[src/wb_pkg.sv]
`default_nettype none

package wb_pkg;

    // classic wishbone, 32-bit data, byte granular select
    localparam int wb_adr_width = 32;
    localparam int wb_dat_width = 32;
    localparam int wb_sel_width = wb_dat_width / 8;

    // low address bits that pick a byte inside a word
    localparam int wb_byte_bits = $clog2(wb_sel_width);

    // masters on the shared bus
    // 0 is the instruction port, 1 is the data port
    localparam int wb_masters = 2;

    // physical byte address
    typedef logic [wb_adr_width-1:0] wb_adr_t;

    // bus data word
    typedef logic [wb_dat_width-1:0] wb_dat_t;

    // byte select
    typedef logic [wb_sel_width-1:0] wb_sel_t;

    // master to slave
    // cyc and stb stay up with stable fields until ack
    typedef struct packed {
        logic    cyc;
        logic    stb;
        logic    we;
        wb_sel_t sel;
        wb_adr_t adr;
        wb_dat_t dat_w;
    } wb_m2s_t;

    // slave to master
    // ack is a single cycle strobe, dat_r valid with it
    typedef struct packed {
        logic    ack;
        wb_dat_t dat_r;
    } wb_s2m_t;

endpackage

`default_nettype wire

[src/wb_arbiter.sv]
`timescale 1ns/1ns
`default_nettype none

module wb_arbiter
    import wb_pkg::*;
(
    input  logic                       clk,
    input  logic                       rst_n,
    input  wb_m2s_t [wb_masters-1:0]   m_req,
    output wb_s2m_t [wb_masters-1:0]   m_resp,
    output wb_m2s_t                    s_req,
    input  wb_s2m_t                    s_resp
);

    // cyc of every master
    logic [wb_masters-1:0] cyc_vec;

    // round-robin choice for a free bus
    logic rr_pick;

    // grant in effect this cycle
    logic grant;

    // owner while the bus is held
    logic grant_q;
    logic held_q;

    // owner of the last finished tenure
    logic last_q;

    always_comb begin
        for (int i = 0; i < wb_masters; i++) begin
            cyc_vec[i] = m_req[i].cyc;
        end
    end

    // both asking, give it to the one that did not have it last
    // otherwise whoever asks, master 1 only if it asks alone
    always_comb begin
        if (cyc_vec[0] && cyc_vec[1]) begin
            rr_pick = ~last_q;
        end else begin
            rr_pick = cyc_vec[1];
        end
    end

    // grant sticks while the owner keeps cyc up
    // once it drops cyc the bus is free again in that same cycle
    always_comb begin
        if (held_q && cyc_vec[grant_q]) begin
            grant = grant_q;
        end else begin
            grant = rr_pick;
        end
    end

    always_ff @(posedge clk or negedge rst_n) begin
        if (!rst_n) begin
            held_q  <= 1'b0;
            grant_q <= 1'b0;
            last_q  <= 1'b0;
        end else begin
            // held as long as the granted master has a cycle open
            held_q  <= cyc_vec[grant];
            grant_q <= grant;
            // tenure over, remember who had it
            if (held_q && !cyc_vec[grant_q]) begin
                last_q <= grant_q;
            end
        end
    end

    // granted master drives the slave
    assign s_req = m_req[grant];

    // read data goes to all, ack only to the owner
    always_comb begin
        for (int i = 0; i < wb_masters; i++) begin
            m_resp[i].dat_r = s_resp.dat_r;
            m_resp[i].ack   = s_resp.ack && (grant == i[0]);
        end
    end

endmodule

`default_nettype wire

[config.mk]
export PLATFORM = sky130hd
export DESIGN_NAME = wb_arbiter
export DESIGN_NICKNAME = d
export VERILOG_FILES = /design/src/wb_pkg.sv /design/src/wb_arbiter.sv
export SDC_FILE = /design/constraint.sdc
export NUM_CORES = 1
export LEC_CHECK = 0
export BUFFER_PORTS_ARGS = -buffer_cell sky130_fd_sc_hd__buf_2
export CORE_AREA = 5 5 119 121
export CTS_CLUSTER_DIAMETER = 60
export DETAILED_ROUTE_END_ITERATION = 7
export DIE_AREA = 0 0 124 126
export GPL_ROUTABILITY_DRIVEN = 0
export SYNTH_ARGS = -nofsm -noshare
export SYNTH_HDL_FRONTEND = slang
export SYNTH_SLANG_ARGS = --single-unit
[constraint.sdc]
create_clock -name clk -period 1.8 [get_ports clk]
set_clock_uncertainty 0.1 [all_clocks]
set_input_delay 0.36 -clock clk [delete_from_list [all_inputs] [get_ports clk]]
set_output_delay 0.36 -clock clk [all_outputs]
set_load 0.05 [all_outputs]
==> summary.txt <==
Run status
  – Status: finished, violations left
  – Failing checks: negative setup slack

Die
  – Starting Density: 21.9%
  – Die area: roughly 0.016 sq mm
  – Core area: ~0.013 sq mm
  – Die boundary height: roughly 130 microns
  – DIE WIDTH: 124 microns
  – I/O Pins: approximately 310
  – FP Rows: 42

Global routing
  – Vias in the first global route: ~4000
  – GRT overflow: 0
  – First-pass GRT wire length: between 15000 and 20000 microns
  – Initial antenna violation count: 0
  – Total GRT Usage: between 10 and 15%
  – Largest net degree at the start of global routing: 40

Logic synthesis
  – Cells after Synth: roughly 430
  – Yosys reg bits: 3
  – Mapped Nets: 602
  – Avg Inst Size Synth: ~6.7 sq um
  – Syn. warnings: 0
  – Post-synth cell types: 20
  – Seq/Total Area, Yosys: 2.65%
  – Mapped cell area: between 0.002 and 0.003 sq mm

Timing
  – Slew headroom: about four fifths
  – Slew Limit Fails: 0
  – Unrepaired setup endpoints after global routing: yes
  – Fmax: 0.496 GHz
  – Setup ws final: -0.218 ns
  – Tmin final: around 2 ns
  – Final setup fails: just over 70
  – Slew @ Worst Pin: about 0.32 ns
  – Final Hold Viols: 0
  – Hold_ws: 0.377 ns
  – Fin crit share: 112%

Place
  – Port Buf Inserts: 217
  – Placed wire-length estimate: between 9000 and 10000 microns

CTS
  – TritonCTS Buffers: 3
  – Worst skew pair latency: 0.22 ns
  – Clock transition at path regs: around 0.030 ns
  – Clock Tree Buf Depth: 2
  – CTS H-tree lvls: 1
  – Clock root cell: clkbuf_16
  – CTS tree: built
  – Clk sinks: 3

Critical path
  – Max FO, Critical Path: 3
  – Critical path type: reg -> out
  – CP Data Required Time: between 1 and 1.5 ns
  – Worst Setup Start Kind: flip-flop
  – Data arrival, critical path: between 1.5 and 2 ns
  – CP Capture Type: primary output

Power and ir drop
  – PD cells: around 540 mW/mm^2
  – Peak supply drop: ~0.45 mV
  – Leakage power: around 0.0022 uW

Run
  – Maxcap violations: 0

Routing
  – Vias per cell: about 5.7
  – Starting DRT DRC Count: ~220
  – DRC: 0
  – Antenna viol nets, final: 0
  – Pre-Repair DR Iteration Count: 5
  – Routed WL: approximately 13000 microns
  – Vias: roughly 4200
  – Wirelength per Cell: 18.1 microns

Finish
  – Layout cells sized above 1: approximately 61%
  – Fin util: a little over a third
  – # diodes: 0
  – Area Overhead vs Synth: 67.4%
  – Nets: between 700 and 800

Hold path
  – Hold Path Class: in -> async
cells in the final DEF, fill, tap and decap left out, types with 3 or more instances in the layout:
cell type and count:
clkbuf_16 5, buf_6 40, buf_12 17, nand3_2 70, o211ai_1 70, a22oi_1 70
buf_8 10, buf_4 43, buf_2 144, nand4_1 70, nor2b_4 3
path summary, 6_finish.rpt:
path / startpoint / endpoint / slack [ns] / cells past startpoint
worst max-delay path: last_q$_DFFE_PN0P_ / m_resp[65] / -0.22 / 6
worst min register to register: grant_q$_DFF_PN0_ / last_q$_DFFE_PN0P_ / 0.48 / 2
worst max register to register: last_q$_DFFE_PN0P_ / grant_q$_DFF_PN0_ / 0.51 / 5
worst min-delay path: rst_n / held_q$_DFF_PN0_ / 0.38 / 2
max in group asynchronous: rst_n / held_q$_DFF_PN0_ / 1.11 / 2
min in group clk: grant_q$_DFF_PN0_ / last_q$_DFFE_PN0P_ / 0.48 / 2
timing repair:
item / in CTS / in global routing
cloned: 0 / 4
hold endpoints to repair: 3 / 0
resized for setup: 92 / 45
endpoints found under the setup margin: 72 / 73
pin swaps: 3 / 13
setup buffers: 3 / 3
hold buffers: 1 / 0
logic make-up after synthesis:
| family | synth area share (%) |
|---|---|
| AO/OA/AOI/OAI | 37.8 |
| flip-flops | 2.65 |
| buffers and inverters | 29.5 |
| AND/OR/NAND/NOR | 30.0 |
final cells by class:
class                      count  area (sq um)
timing repair buffer         257          2040
multi-input combinational    294          2320
sequential                     3          76.3
clock buffer                   4          78.8
fill                        1349          8230
tap                          176           220
inverter                       1          3.75
critical path: stages (launching register included):
cell     delay [ns]
dfrtp_1        0.38
nor2b_4        0.14
buf_6          0.13
buf_6          0.11
o21ai_4        0.20
and3_4         0.23
buf_8          0.14
metrics by stage:
stage          instances  setup WS [ns]  area [sq um]  total power [uW]  TNS, ns
2_1_floorplan        425        -0.0306          3190              1760  -0.0306
3_3_place_gp         720        -0.0627          4120              1930    -3.18
3_5_place_dp         720        -0.0732          4120              1940    -3.71
4_1_cts              728         -0.205          4480              2470   -12.68
5_1_grt              735         -0.288          4750              2710   -16.98
6_report             735         -0.218          4750              2580   -12.33
sequential cells by signal, summed over array words and instances (netlist names):
name and count:
grant_q 1, held_q 1, last_q 1
Yosys cell counts (all sizes together):
| master | count | share of area, % |
|---|---|---|
| o211ai | 70 | 19 |
| a22oi | 70 | 19 |
| dfrtp | 3 | 2.6 |
| clkbuf | 16 | 2.1 |
| a21boi | 1 | 0.26 |
| o21ai | 1 | 0.18 |
| or2 | 1 | 0.22 |
| nand3 | 70 | 12 |
| and2 | 1 | 0.22 |
| a21oi | 2 | 0.35 |
| buf | 111 | 27 |
| nor2b | 3 | 0.75 |
| inv | 1 | 0.13 |
| nand2b | 3 | 0.66 |
| nand4 | 70 | 15 |
| and3 | 1 | 0.22 |
| nor2 | 1 | 0.13 |
power breakdown:
group / leakage (uW) / internal [uW] / switching (uW)
sequential: 0.0000348 / 73.9 / 6.49
combinational: 0.00211 / 811 / 1340
clock: 0.0000382 / 292 / 62.5
per-layer routing:
layer  GRT usage, %  wire length (microns)  vias to the layer above
met5              0                      0                        -
met4           3.35                    265                        0
met3           2.65                   1210                       32
met2           27.0                   6830                      225
met1           17.1                   4980                     2004
li1               -                      -                     1927
Note: power is estimated with default switching activity, not from simulation.
