===== config.mk =====
export PLATFORM = sky130hd
export DESIGN_NAME = mem_bus_port
export DESIGN_NICKNAME = d
export VERILOG_FILES = /design/src/mips_pkg.sv /design/src/wb_pkg.sv /design/src/mem_bus_port.sv
export SDC_FILE = /design/constraint.sdc
export NUM_CORES = 1
export LEC_CHECK = 0
export ABC_AREA = 1
export BUFFER_PORTS_ARGS = -buffer_cell sky130_fd_sc_hd__buf_2
export CORE_AREA = 2 2 88 90
export CTS_CLUSTER_DIAMETER = 100
export CTS_CLUSTER_SIZE = 10
export DETAILED_ROUTE_END_ITERATION = 12
export DIE_AREA = 0 0 90 92
export PLACE_DENSITY = 0.82
export SKIP_CTS_REPAIR_TIMING = 1
export SLEW_MARGIN = 10
export SYNTH_ARGS = -nofsm -noshare
export SYNTH_HDL_FRONTEND = slang
export SYNTH_SLANG_ARGS = --single-unit
export TNS_END_PERCENT = 1

===== constraint.sdc =====
create_clock -name clk -period 3.9 [get_ports clk]
set_input_delay 0.585 -clock clk [delete_from_list [all_inputs] [get_ports clk]]
set_output_delay 0.585 -clock clk [all_outputs]
set_load 0.005 [all_outputs]

===== src/mips_pkg.sv =====
`default_nettype none

package mips_pkg;

    // core word size
    localparam int word_width = 32;
    localparam int strb_width = word_width / 8;

    // data word or byte address
    typedef logic [word_width-1:0] word_t;

    // byte enables, bit 0 is the lowest byte lane
    typedef logic [strb_width-1:0] strb_t;

    // every lane on, used for instruction fetch
    localparam strb_t strb_all = '1;

    // top three address bits of the unmapped segments
    // kseg0 covers nibbles 8/9, kseg1 covers a/b
    localparam logic [2:0] kseg0_base = 3'b100;
    localparam logic [2:0] kseg1_base = 3'b101;

    // sram depth, 1024 words
    localparam int mem_words_log2 = 10;

    // instruction port request
    // held steady by the core until data_ok
    typedef struct packed {
        logic  valid;
        word_t addr;
    } ibus_req_t;

    // instruction port response, data_ok pulses once
    typedef struct packed {
        logic  data_ok;
        word_t data;
    } ibus_resp_t;

    // data port request
    typedef struct packed {
        logic  valid;
        logic  we;
        strb_t strb;
        word_t addr;
        word_t data;
    } dbus_req_t;

    // data port response
    // for a write only data_ok matters
    typedef struct packed {
        logic  data_ok;
        word_t data;
    } dbus_resp_t;

endpackage

`default_nettype wire


===== src/wb_pkg.sv =====
`default_nettype none

package wb_pkg;

    // classic wishbone, 32-bit data, byte granular select
    localparam int wb_adr_width = 32;
    localparam int wb_dat_width = 32;
    localparam int wb_sel_width = wb_dat_width / 8;

    // low address bits that pick a byte inside a word
    localparam int wb_byte_bits = $clog2(wb_sel_width);

    // masters on the shared bus
    // 0 is the instruction port, 1 is the data port
    localparam int wb_masters = 2;

    // physical byte address
    typedef logic [wb_adr_width-1:0] wb_adr_t;

    // bus data word
    typedef logic [wb_dat_width-1:0] wb_dat_t;

    // byte select
    typedef logic [wb_sel_width-1:0] wb_sel_t;

    // master to slave
    // cyc and stb stay up with stable fields until ack
    typedef struct packed {
        logic    cyc;
        logic    stb;
        logic    we;
        wb_sel_t sel;
        wb_adr_t adr;
        wb_dat_t dat_w;
    } wb_m2s_t;

    // slave to master
    // ack is a single cycle strobe, dat_r valid with it
    typedef struct packed {
        logic    ack;
        wb_dat_t dat_r;
    } wb_s2m_t;

endpackage

`default_nettype wire


===== src/mem_bus_port.sv =====
`timescale 1ns/1ns
`default_nettype none

module mem_bus_port
    import mips_pkg::*;
    import wb_pkg::*;
#(
    parameter bit do_addr_translation = 1'b1
) (
    input  logic       clk,
    input  logic       rst_n,
    input  dbus_req_t  req,
    output dbus_resp_t resp,
    output wb_m2s_t    wb_m,
    input  wb_s2m_t    wb_s
);

    // idle waits for valid, bus holds the cycle, done pulses data_ok
    typedef enum logic [1:0] {
        idle,
        bus,
        done
    } state_t;

    state_t state_q;

    // physical address of the incoming request
    word_t paddr;

    // captured request, payload only
    wb_adr_t adr_q;
    wb_dat_t dat_q;
    wb_sel_t sel_q;
    logic    we_q;

    // read data latched on ack
    word_t rdata_q;

    // fixed kseg0/kseg1 mapping
    // top three bits cleared, bit 28 kept, so 8/a -> 0 and 9/b -> 1
    // everything else goes through untouched
    always_comb begin
        paddr = req.addr;
        if (do_addr_translation) begin
            if (req.addr[31:29] == kseg0_base || req.addr[31:29] == kseg1_base) begin
                paddr[31:29] = 3'b000;
            end
        end
    end

    // control
    always_ff @(posedge clk or negedge rst_n) begin
        if (!rst_n) begin
            state_q <= idle;
        end else begin
            case (state_q)
                idle: begin
                    // sampled here, cyc goes up next cycle
                    if (req.valid) begin
                        state_q <= bus;
                    end
                end
                bus: begin
                    // stay until the slave answers
                    // also covers waiting for the grant
                    if (wb_s.ack) begin
                        state_q <= done;
                    end
                end
                done: begin
                    // core drops or changes valid after seeing data_ok
                    state_q <= idle;
                end
                default: begin
                    state_q <= idle;
                end
            endcase
        end
    end

    // request capture
    always_ff @(posedge clk) begin
        if (state_q == idle && req.valid) begin
            adr_q <= paddr;
            dat_q <= req.data;
            sel_q <= req.strb;
            we_q  <= req.we;
        end
    end

    // response capture
    always_ff @(posedge clk) begin
        if (state_q == bus && wb_s.ack) begin
            rdata_q <= wb_s.dat_r;
        end
    end

    // wishbone master side
    // cyc/stb fall in the cycle after ack as state leaves bus
    always_comb begin
        wb_m.cyc   = (state_q == bus);
        wb_m.stb   = (state_q == bus);
        wb_m.we    = we_q;
        wb_m.sel   = sel_q;
        wb_m.adr   = adr_q;
        wb_m.dat_w = dat_q;
    end

    // core side
    assign resp.data_ok = (state_q == done);
    assign resp.data    = rdata_q;

endmodule

`default_nettype wire


==> impl_metrics.py, run 1 <==
metrics = {
    "final_layout": {
        "nets": 446,
        "multi_input_area_sq_um": 45.0,
        "postLayoutCoreUtil": 0.610,
        "fillCellCount": 570,
        "area_growth_pct": 43.4,
        "regArea_sq_mm": 0.00308,
        "drive_above_1_share": 0.656,
        "antenna_cells": 0,
    },
    "synthesis": {
        "avgSynthCellArea_sq_um": 26.0,
        "synth_cells": 122,
        "synth-seq-area-share": 0.974,
        "syn-cell-area_sq_mm": 0.00317,
        "synth_top_family_by_area": "buffers and inverters",
        "synth_compound_area_frac": 0.00237,
        "synthesis.nets": 227,
        "yosys_register_bits": 103,
        "synth-simple-area-share": 0.0111,
        "synth_fa_ha_area_frac": 0,
        "synth_xor_area_frac": 0,
        "yosys_warnings": 0,
        "ys_types": 9,
        "synth_mux_area_frac": 0,
    },
    "min_path": {
        "worstHoldPathType": "in -> reg",
        "hold_end": "rdata_q[17]",
        "worst_hold_path.num_cells": 1,
        "min-delay-start": "wb_s[17]",
    },
    "floorplanning": {
        "initial_core_util": 0.425,
        "die_x_microns": 90,
        "core_sq_mm": 0.00745,
        "dieArea_sq_mm": 0.00828,
        "num_rows": 32,
        "die_h_microns": 92,
        "pin_count": 209,
    },
    "global_route": {
        "grt_pass1_vias": 2151,
        "grt_antenna_before_repair": 1,
        "met1_usage": 0.171,
        "grt_overflow": 0,
        "grt_use_total": 0.184,
        "met3_usage": 0.110,
        "grt_start_max_net_pins": 52,
        "met2_usage": 0.318,
        "grt_pass1_wl_mm": 11.0,
        "grt-busiest-layer": "met2",
    },
    "power": {
        "peakVddDrop_mv": 0.341,
        "leakagePower_nw": 1.96,
        "power_density_mw_per_mm2": 525,
    },
    "drt": {
        "via_count": 1955,
        "vias_per_cell": 4.36,
        "drtAntennaViolNets": 0,
        "wl_per_cell_microns": 16.7,
        "totalWireLength_mm": 7.47,
        "firstDrtPassIters": 5,
        "drt_iter0_markers": 75,
        "drc": 0,
    },
    "timing": {
        "finalSetupTns_ns": 0,
        "rsz0062_at_grt": "no",
        "worst-slew-pin-transition_ns": 1.03,
        "setup_viol": 0,
        "finalCritPeriodShare": 0.544,
        "clock_skew_ns": 0.0156,
        "fin_crit_ns": 2.12,
        "clock.fmax_mhz": 471,
        "drv_slew": 0,
        "final-hold-violation-count": 0,
        "slew_headroom": 0.310,
    },
    "critical_path": {
        "endpoint_kind": "register",
        "critPathLaunchType": "register",
        "cp_slowest_cell": "inv_2",
        "crit_required_ns": 3.94,
        "r2r_end": "sel_q[2]",
        "cp_top_family": "buffers and inverters",
        "critPathBufInv": 2,
        "slowest_delay_ns": 0.76,
        "crit_fanout": 51,
        "r2r_start": "state_q[0]",
        "worstSetupPathType": "reg -> reg",
        "cp_data_arrival_time_ns": 2.16,
        "reg2reg_slack_ns": 1.78,
        "crit_path_cell_trace": "nor2_1 > nand2_1 > inv_2 > buf_4",
        "reg2reg_depth": 4,
    },
    "cts": {
        "clockBufferDepth": 2,
        "clk_latency_ns": 0.35,
        "clkSlewWorstSetupHoldPaths_ns": 0.10,
        "cts_tree": "done",
        "cts_root_buf": "clkbuf_8",
        "ctsHtreeMaxLevel": 3,
        "cts_sinks": 103,
        "cts_buffers": 9,
    },
    "run_status": {
        "status": "completed",
    },
    "flow_run": {
        "maxCapViolCount": 0,
    },
    "place": {
        "port_buffers": 208,
        "hpwl_mm": 5.80,
        "gpl.final_weighted_congestion": 0.919,
    },
}
[power breakdown]
group	internal (W)	switching, W	leakage, nW
sequential	0.00139	0.0000323	0.970
combinational	0.000127	0.000178	0.893
clock	0.000302	0.000354	0.0944
total	0.00182	0.000564	1.96
[final cells by class]
class                      instances  area share
inverter                           6     0.00496
timing repair buffer             211       0.235
multi-input combinational         10     0.00992
clock buffer                      10      0.0281
tap                              102      0.0281
clock inverter                     6      0.0154
sequential                       103       0.679
[placed cells by master (no fill, tap or decap), drive strengths merged]
master	synthesis	final
buf	2	210
clkinvlp	0	2
clkbuf	1	10
nor2	4	4
edfxtp	101	101
dfrtp	2	2
nand3	1	1
dlygate4sd3	0	1
a21boi	1	1
clkinv	0	2
inv	6	7
bufinv	0	1
nand2	4	4
[worst max-delay path by stage]
stage	endpoint	slack [ns]	start	cells past startpoint
after floorplan	rdata_q[0]	1.48	wb_s[32]	2
after global placement	dat_q[13]	1.72	req[69]	4
after detailed placement	dat_q[7]	1.60	req[69]	4
after CTS	sel_q[2]	1.73	state_q[0]	4
after global routing	adr_q[4]	1.62	state_q[0]	4
final	sel_q[2]	1.78	state_q[0]	4
[Yosys cell counts]
library cell | n | area [sq um]
dfrtp_1 | 2 | 50.1
inv_1 | 6 | 22.5
nand3_1 | 1 | 5.00
nor2_1 | 4 | 15.0
nand2_1 | 4 | 15.0
clkbuf_1 | 1 | 3.75
a21boi_0 | 1 | 7.51
edfxtp_1 | 101 | 3030
buf_4 | 2 | 15.0
[layer usage]
layer / wire, microns / part of all wire
met1: 2310 / 0.31
met2: 4020 / 0.54
met3: 925 / 0.12
met4: 200 / 0.027
met5: 13 / 0.0017
[registers in the layout, summed over array words and instances (netlist names)]
| name | count |
|---|---|
| adr_q | 32 |
| sel_q | 4 |
| state_q | 2 |
| dat_q | 32 |
| we_q | 1 |
| rdata_q | 32 |
[logic make-up after synthesis]
family,count (synthesis)
and+or+nand+nor,9
buffers and inverters,9
DFF,103
AOI/OAI and AO/OA,1
[metrics by stage]
step | setup WS, ns | cell area [sq um] | hold WS [ns] | power [W] | instances
after detailed placement | 1.60 | 4330 | 0.376 | 0.00176 | 431
final | 1.78 | 4540 | 0.399 | 0.00239 | 448
after floorplan | 1.48 | 3170 | 0.289 | 0.00155 | 122
after global placement | 1.72 | 4330 | 0.373 | 0.00174 | 431
after CTS | 1.73 | 4530 | -0.0205 | 0.00241 | 447
after global routing | 1.62 | 4540 | 0.365 | 0.00249 | 448
Power figures use the tool's default switching activity.
==> inputs of run 2 (changes only) <==
Settings changed: ABC_AREA 1 to 0, CORE_AREA 2 2 88 90 to 2 2 96 98, DIE_AREA 0 0 90 92 to 0 0 98 100, PLACE_DENSITY 0.82 to 0.74.
Clock period 3.9 ns to 1.8 ns, I/O delays scaled along.
==> run 2 against run 1 <==
  * Largest cell class unchanged
  * Via count decreased by 1.8%
  * Die area increased by 18%
  * Clock-buffer cell count unchanged
  * Sequential share of layout area decreased by 0.61 points
  * Fmax increased by 51%
  * Core utilization decreased by 9.4 points
  * Power increased by 110%
  * Setup slack got worse by 1.4 ns
==> impl_metrics.py, run 2 <==
metrics = {
    "place": {
        "gpl.final_weighted_congestion": 0.734,
        "port_buffers": 208,
        "placed_area_sq_mm": 0.00439,
        "pre_cts_ws_ns": 0.409,
        "hpwl_mm": 5.12,
    },
    "cts": {
        "cts_root_buf": "clkbuf_8",
        "clkSlewWorstSetupHoldPaths_ns": 0.11,
        "clockBufferDepth": 2,
        "clk_latency_ns": 0.36,
        "cts_tree": "done",
        "cts_sinks": 103,
        "cts_buffers": 9,
        "ctsHtreeMaxLevel": 3,
    },
    "timing": {
        "slew_headroom": 0.764,
        "clock.fmax_mhz": 711,
        "fin_crit_ns": 1.41,
        "final-hold-violation-count": 0,
        "clock_skew_ns": 0.00832,
        "setup_ws_ns": 0.393,
        "setup_viol": 0,
        "finalCritPeriodShare": 0.781,
        "hold-worst-slack_ns": 0.0755,
        "drv_slew": 0,
        "worst-slew-pin-transition_ns": 0.354,
        "rsz0062_at_grt": "no",
    },
    "drt": {
        "drc": 0,
        "vias_per_cell": 4.25,
        "via_count": 1919,
        "drt_iter0_markers": 67,
        "top_layer": "met4",
        "wl_met3_microns": 943,
        "wl_met2_mm": 3.12,
        "firstDrtPassIters": 4,
        "drtAntennaViolNets": 0,
        "wl_per_cell_microns": 14.8,
        "totalWireLength_mm": 6.70,
        "wl_met1_mm": 2.53,
    },
    "final_layout": {
        "nets": 441,
        "postLayoutCoreUtil": 0.516,
        "drive_above_1_share": 0.666,
        "final_area_sq_mm": 0.00458,
        "area_growth_pct": 44.2,
        "final_cell_mix": "208 x buf_2, 101 x edfxtp_1, 9 x clkbuf_8, 3 x and2_1",
        "antenna_cells": 0,
        "final_common_cell": "buf_2",
        "largest_registers": "adr_q (32), dat_q (32), rdata_q (32)",
    },
    "synthesis": {
        "synth_area_leader_cell": "edfxtp_1",
        "ys_types": 12,
        "synth-edff-count": 101,
        "avgSynthCellArea_sq_um": 27.2,
        "yosys_register_bits": 103,
        "ys_async_sr_fraction": 0.0194,
        "synth.most_common_cell": "edfxtp_1",
        "yosys_warnings": 0,
        "yosysTopAreaCellShare": 0.954,
        "ys_top_cells_by_count": "101 x edfxtp_1, 3 x and2_1, 2 x buf_4, 2 x dfrtp_1, 2 x nand2b_1",
        "synth-seq-area-share": 0.970,
        "synth_cells": 117,
        "synth-main-ff-cell": "edfxtp_1",
        "syn-cell-area_sq_mm": 0.00318,
        "yosys-top-cells-area": "edfxtp_1 95%, dfrtp_1 1.6%, and2_1 0.59%",
        "synthesis.nets": 222,
    },
    "global_route": {
        "grt_use_total": 0.134,
        "grt_overflow": 0,
        "grt_pass1_vias": 1985,
        "grt_start_max_net_pins": 70,
        "grt_pass1_wl_mm": 9.78,
        "grt_antenna_before_repair": 0,
    },
    "floorplanning": {
        "die_x_microns": 98,
        "initial_core_util": 0.357,
        "pin_count": 209,
        "core_sq_mm": 0.00889,
        "dieArea_sq_mm": 0.00980,
        "num_rows": 35,
        "die_h_microns": 100,
    },
    "flow_run": {
        "maxCapViolCount": 0,
    },
    "run_status": {
        "status": "completed",
    },
    "power": {
        "peakVddDrop_mv": 0.492,
        "power_density_mw_per_mm2": 1090,
        "leakagePower_nw": 1.94,
    },
    "min_path": {
        "worstHoldPathType": "in -> reg",
    },
    "critical_path": {
        "crit_required_ns": 1.82,
        "worstSetupPathType": "reg -> reg",
        "cp_slowest_cell": "dfrtp_1",
        "slowest_delay_ns": 0.46,
        "crit_path_cell_trace": "nor3b_4 > buf_12",
        "endpoint_kind": "register",
        "crit_fanout": 69,
        "critPathLaunchType": "register",
        "cp_data_arrival_time_ns": 1.43,
    },
}
## run 2: cell count changes after synthesis
cell / previous run / this run
and2_1: 0 / 3
and2b_1: 0 / 1
nor2b_4: 0 / 1
nor3b_1: 0 / 1
a21oi_1: 0 / 1
nand3_1: 1 / 0
nand2b_1: 0 / 2
nor2_1: 4 / 0
inv_1: 6 / 1
nand2_1: 4 / 0
## run 2: cells by family (layout without fill, tap and decap cells)
| family | Yosys count | in the layout | share of synthesized area |
|---|---|---|---|
| DFF | 103 | 103 | 0.970 |
| and+or+nand+nor | 8 | 8 | 0.0189 |
| buffers and inverters | 4 | 228 | 0.00708 |
| AOI/OAI and AO/OA | 2 | 2 | 0.00394 |
## run 2: power by group
| group | switching, W | internal, W | total, W |
|---|---|---|---|
| Combinational | 0.000325 | 0.000298 | 0.000624 |
| Clock | 0.000794 | 0.000527 | 0.00132 |
| Sequential | 0.0000764 | 0.00298 | 0.00306 |
## run 2: worst max-delay path: cells and delay by family, from the launching register on
kind / cells / cell delay [ns]
and+or+nand+nor: 1 / 0.24
DFF: 1 / 0.46
buffers and inverters: 1 / 0.33
## run 2: final timing paths
| kind | startpoint | to | slack [ns] | cells after the start |
|---|---|---|---|---|
| worst max-delay path | state_q[1] | adr_q[31] | 0.39 | 2 |
| worst min-delay path | req[55] | adr_q[23] | 0.08 | 1 |
| worst max register to register | state_q[1] | adr_q[31] | 0.39 | 2 |
| worst min register to register | state_q[1] | state_q[0] | 0.58 | 1 |
| max in group asynchronous | rst_n | state_q[0] | 1.49 | 2 |
| min in group asynchronous | rst_n | state_q[1] | 0.22 | 2 |
## run 2: cell type report
type / count / area [sq um]
clock buffers: 10 / 128
clock inverters: 6 / 55.1
fillers: 753 / 4310
inverters: 1 / 3.75
multi-input cells: 10 / 83.8
flip-flops and latches: 103 / 3080
well taps: 111 / 139
repair buffers: 211 / 1090
## run 2: per-layer routing
layer | vias to the layer above | track usage
met5 | - | 0
met4 | 0 | 0.0641
met3 | 10 | 0.0696
met2 | 145 | 0.206
met1 | 869 | 0.155
li1 | 895 | -
## run 2: metrics by stage
stage          total power, W  std cells  TNS (ns)
6_report              0.00500        452         0
5_1_grt               0.00524        452         0
4_1_cts               0.00508        451         0
3_5_place_dp          0.00376        435         0
3_3_place_gp          0.00373        435         0
2_1_floorplan         0.00333        117    -59.85
==> inputs of run 3 (changes only) <==
Settings changed: ABC_AREA 0 to 1, PLACE_DENSITY 0.74 to 0.73.
Clock period 1.8 ns to 1.2 ns, I/O delays scaled along.
==> run 3 against run 2 <==
  * The run now ends with negative setup slack left
  * Flip-flop and latch count stayed put
  * First-iteration DRC count is 6.0% lower
  * Die area stayed put
  * Via count is 25% higher
  * Power is 67% higher
  * Final area is 26% higher
  * Setup slack worse by 0.58 ns
  * Worst hold slack better by 0.0081 ns
  * Global-route usage is 0.070 points higher
  * Largest cell class unchanged
==> impl_metrics.py, run 3 (synthesis gave the netlist of run 1 again) <==
metrics = {
    "drt": {
        "drt_iter0_markers": 63,
        "vias_per_cell": 4.22,
        "drc": 0,
        "firstDrtPassIters": 4,
        "via_count": 2400,
        "wl_per_cell_microns": 15.3,
        "totalWireLength_mm": 8.71,
        "drtAntennaViolNets": 0,
    },
    "timing": {
        "clock_skew_ns": 0.00982,
        "fin_crit_ns": 1.39,
        "drv_slew": 0,
        "slew_headroom": 0.887,
        "finalCritPeriodShare": 1.16,
        "setup_ws_ns": -0.189,
        "clock.fmax_mhz": 720,
        "rsz0062_at_grt": "yes",
        "worst-slew-pin-transition_ns": 0.170,
        "final-hold-violation-count": 0,
        "setup_viol": 102,
    },
    "critical_path": {
        "critPathLaunchType": "register",
        "cp_top_family": "buffers and inverters",
        "crit_required_ns": 1.27,
        "path_depth": 6,
        "reg2reg_depth": 6,
        "cp_slowest_cell": "dfrtp_1",
        "crit_fanout": 9,
        "slowest_delay_ns": 0.40,
        "cp_data_arrival_time_ns": 1.46,
        "crit_path_cell_trace": "buf_4 > nor2_2 > nand2_2 > clkinvlp_4 > buf_12 > clkbuf_16",
        "critPathBufInv": 4,
        "endpoint_kind": "register",
        "worstSetupPathType": "reg -> reg",
    },
    "place": {
        "port_buffers": 208,
        "gpl.final_weighted_congestion": 0.752,
        "hpwl_mm": 5.27,
        "placed_area_sq_mm": 0.00443,
        "placed_cells": 446,
    },
    "floorplanning": {
        "dieArea_sq_mm": 0.00980,
        "pin_count": 209,
        "die_h_microns": 100,
        "die_x_microns": 98,
        "core_sq_mm": 0.00889,
        "initial_core_util": 0.356,
        "num_rows": 35,
    },
    "cts": {
        "ctsHtreeMaxLevel": 3,
        "cts_sinks": 103,
        "cts_tree": "done",
        "cts_root_buf": "clkbuf_8",
        "clk_latency_ns": 0.35,
        "cts_buffers": 9,
        "clockBufferDepth": 2,
        "clkSlewWorstSetupHoldPaths_ns": 0.09,
    },
    "power": {
        "peakVddDrop_mv": 0.824,
        "leakagePower_nw": 2.47,
        "power_density_mw_per_mm2": 1450,
    },
    "global_route": {
        "grt_start_max_net_pins": 36,
        "grt_antenna_before_repair": 0,
        "grt_use_total": 0.134,
        "grt_pass1_vias": 1935,
        "grt_overflow": 0,
        "grt_pass1_wl_mm": 9.82,
    },
    "final_layout": {
        "final_cells": 569,
        "final_area_sq_mm": 0.00578,
        "antenna_cells": 0,
        "final_common_cell": "buf_2",
        "fillCellCount": 625,
        "drive_above_1_share": 0.535,
        "nets": 558,
        "area_growth_pct": 82.5,
        "final_cell_mix": "208 x buf_2, 101 x edfxtp_1, 100 x dlygate4sd3_1, 9 x clkbuf_8",
        "largest_registers": "adr_q (32), dat_q (32), rdata_q (32)",
    },
    "min_path": {
        "worstHoldPathType": "in -> reg",
        "worst_hold_path.num_cells": 3,
    },
    "flow_run": {
        "maxCapViolCount": 0,
    },
    "run_status": {
        "status": "complete, but fails checks",
        "violations": "negative setup slack",
    },
}
[run 3: cell types whose count changed in the layout (fill, tap and decap cells not counted), moves of 3 or more]
| cell | change |
|---|---|
| buf_6 | +4 |
| dlygate4sd3_1 | +99 |
| clkbuf_16 | +3 |
| buf_4 | +3 |
| and2_1 | -3 |
[run 3: path summary, 6_finish.rpt]
check	start	endpoint	slack (ns)
max	state_q[0]	adr_q[27]	-0.19
min	req[69]	state_q[0]	0.08
max reg2reg	state_q[0]	adr_q[27]	-0.19
min reg2reg	state_q[1]	state_q[0]	0.65
max in group asynchronous	rst_n	state_q[1]	0.98
min in group asynchronous	rst_n	state_q[0]	0.13
[run 3: cell type report]
cell class / count / area, sq um / share of cell area
multi-input cells: 10 / 57.6 / 0.00996
flip-flops and latches: 103 / 3080 / 0.533
well taps: 111 / 139 / 0.0240
clock inverters: 6 / 67.6 / 0.0117
clock buffers: 10 / 128 / 0.0221
repair buffers: 323 / 2280 / 0.394
inverters: 6 / 26.3 / 0.00455
[run 3: tightest hold or removal path: stages]
cell and delay [ns]:
buf_2 0.09, nand2_2 0.06, nand2_1 0.08
[run 3: metal layers]
layer,GRT usage,share of wire,up-vias
li1,-,-,1127
met1,0.155,0.36,1123
met2,0.209,0.53,143
met3,0.0850,0.099,7
met4,0.0395,0.0072,0
met5,0,0,-
[run 3: where the power goes]
group	switching, W	internal, W
Combinational	0.000717	0.000919
Sequential	0.000112	0.00451
Clock	0.00113	0.000977
[run 3: per-stage QoR]
| step | total power [W] | setup TNS [ns] | setup slack, ns | utilization | hold slack [ns] |
|---|---|---|---|---|---|
| floorplan | 0.00504 | -66.72 | -0.704 | - | -0.116 |
| global placement | 0.00578 | -2.09 | -0.0497 | 0.499 | -0.0331 |
| detailed placement | 0.00582 | -6.07 | -0.0942 | 0.499 | -0.0301 |
| CTS | 0.00792 | -8.21 | -0.269 | 0.520 | -0.430 |
| global route | 0.00878 | -18.65 | -0.255 | 0.650 | 0.0565 |
| finish | 0.00837 | -13.19 | -0.189 | 0.650 | 0.0836 |
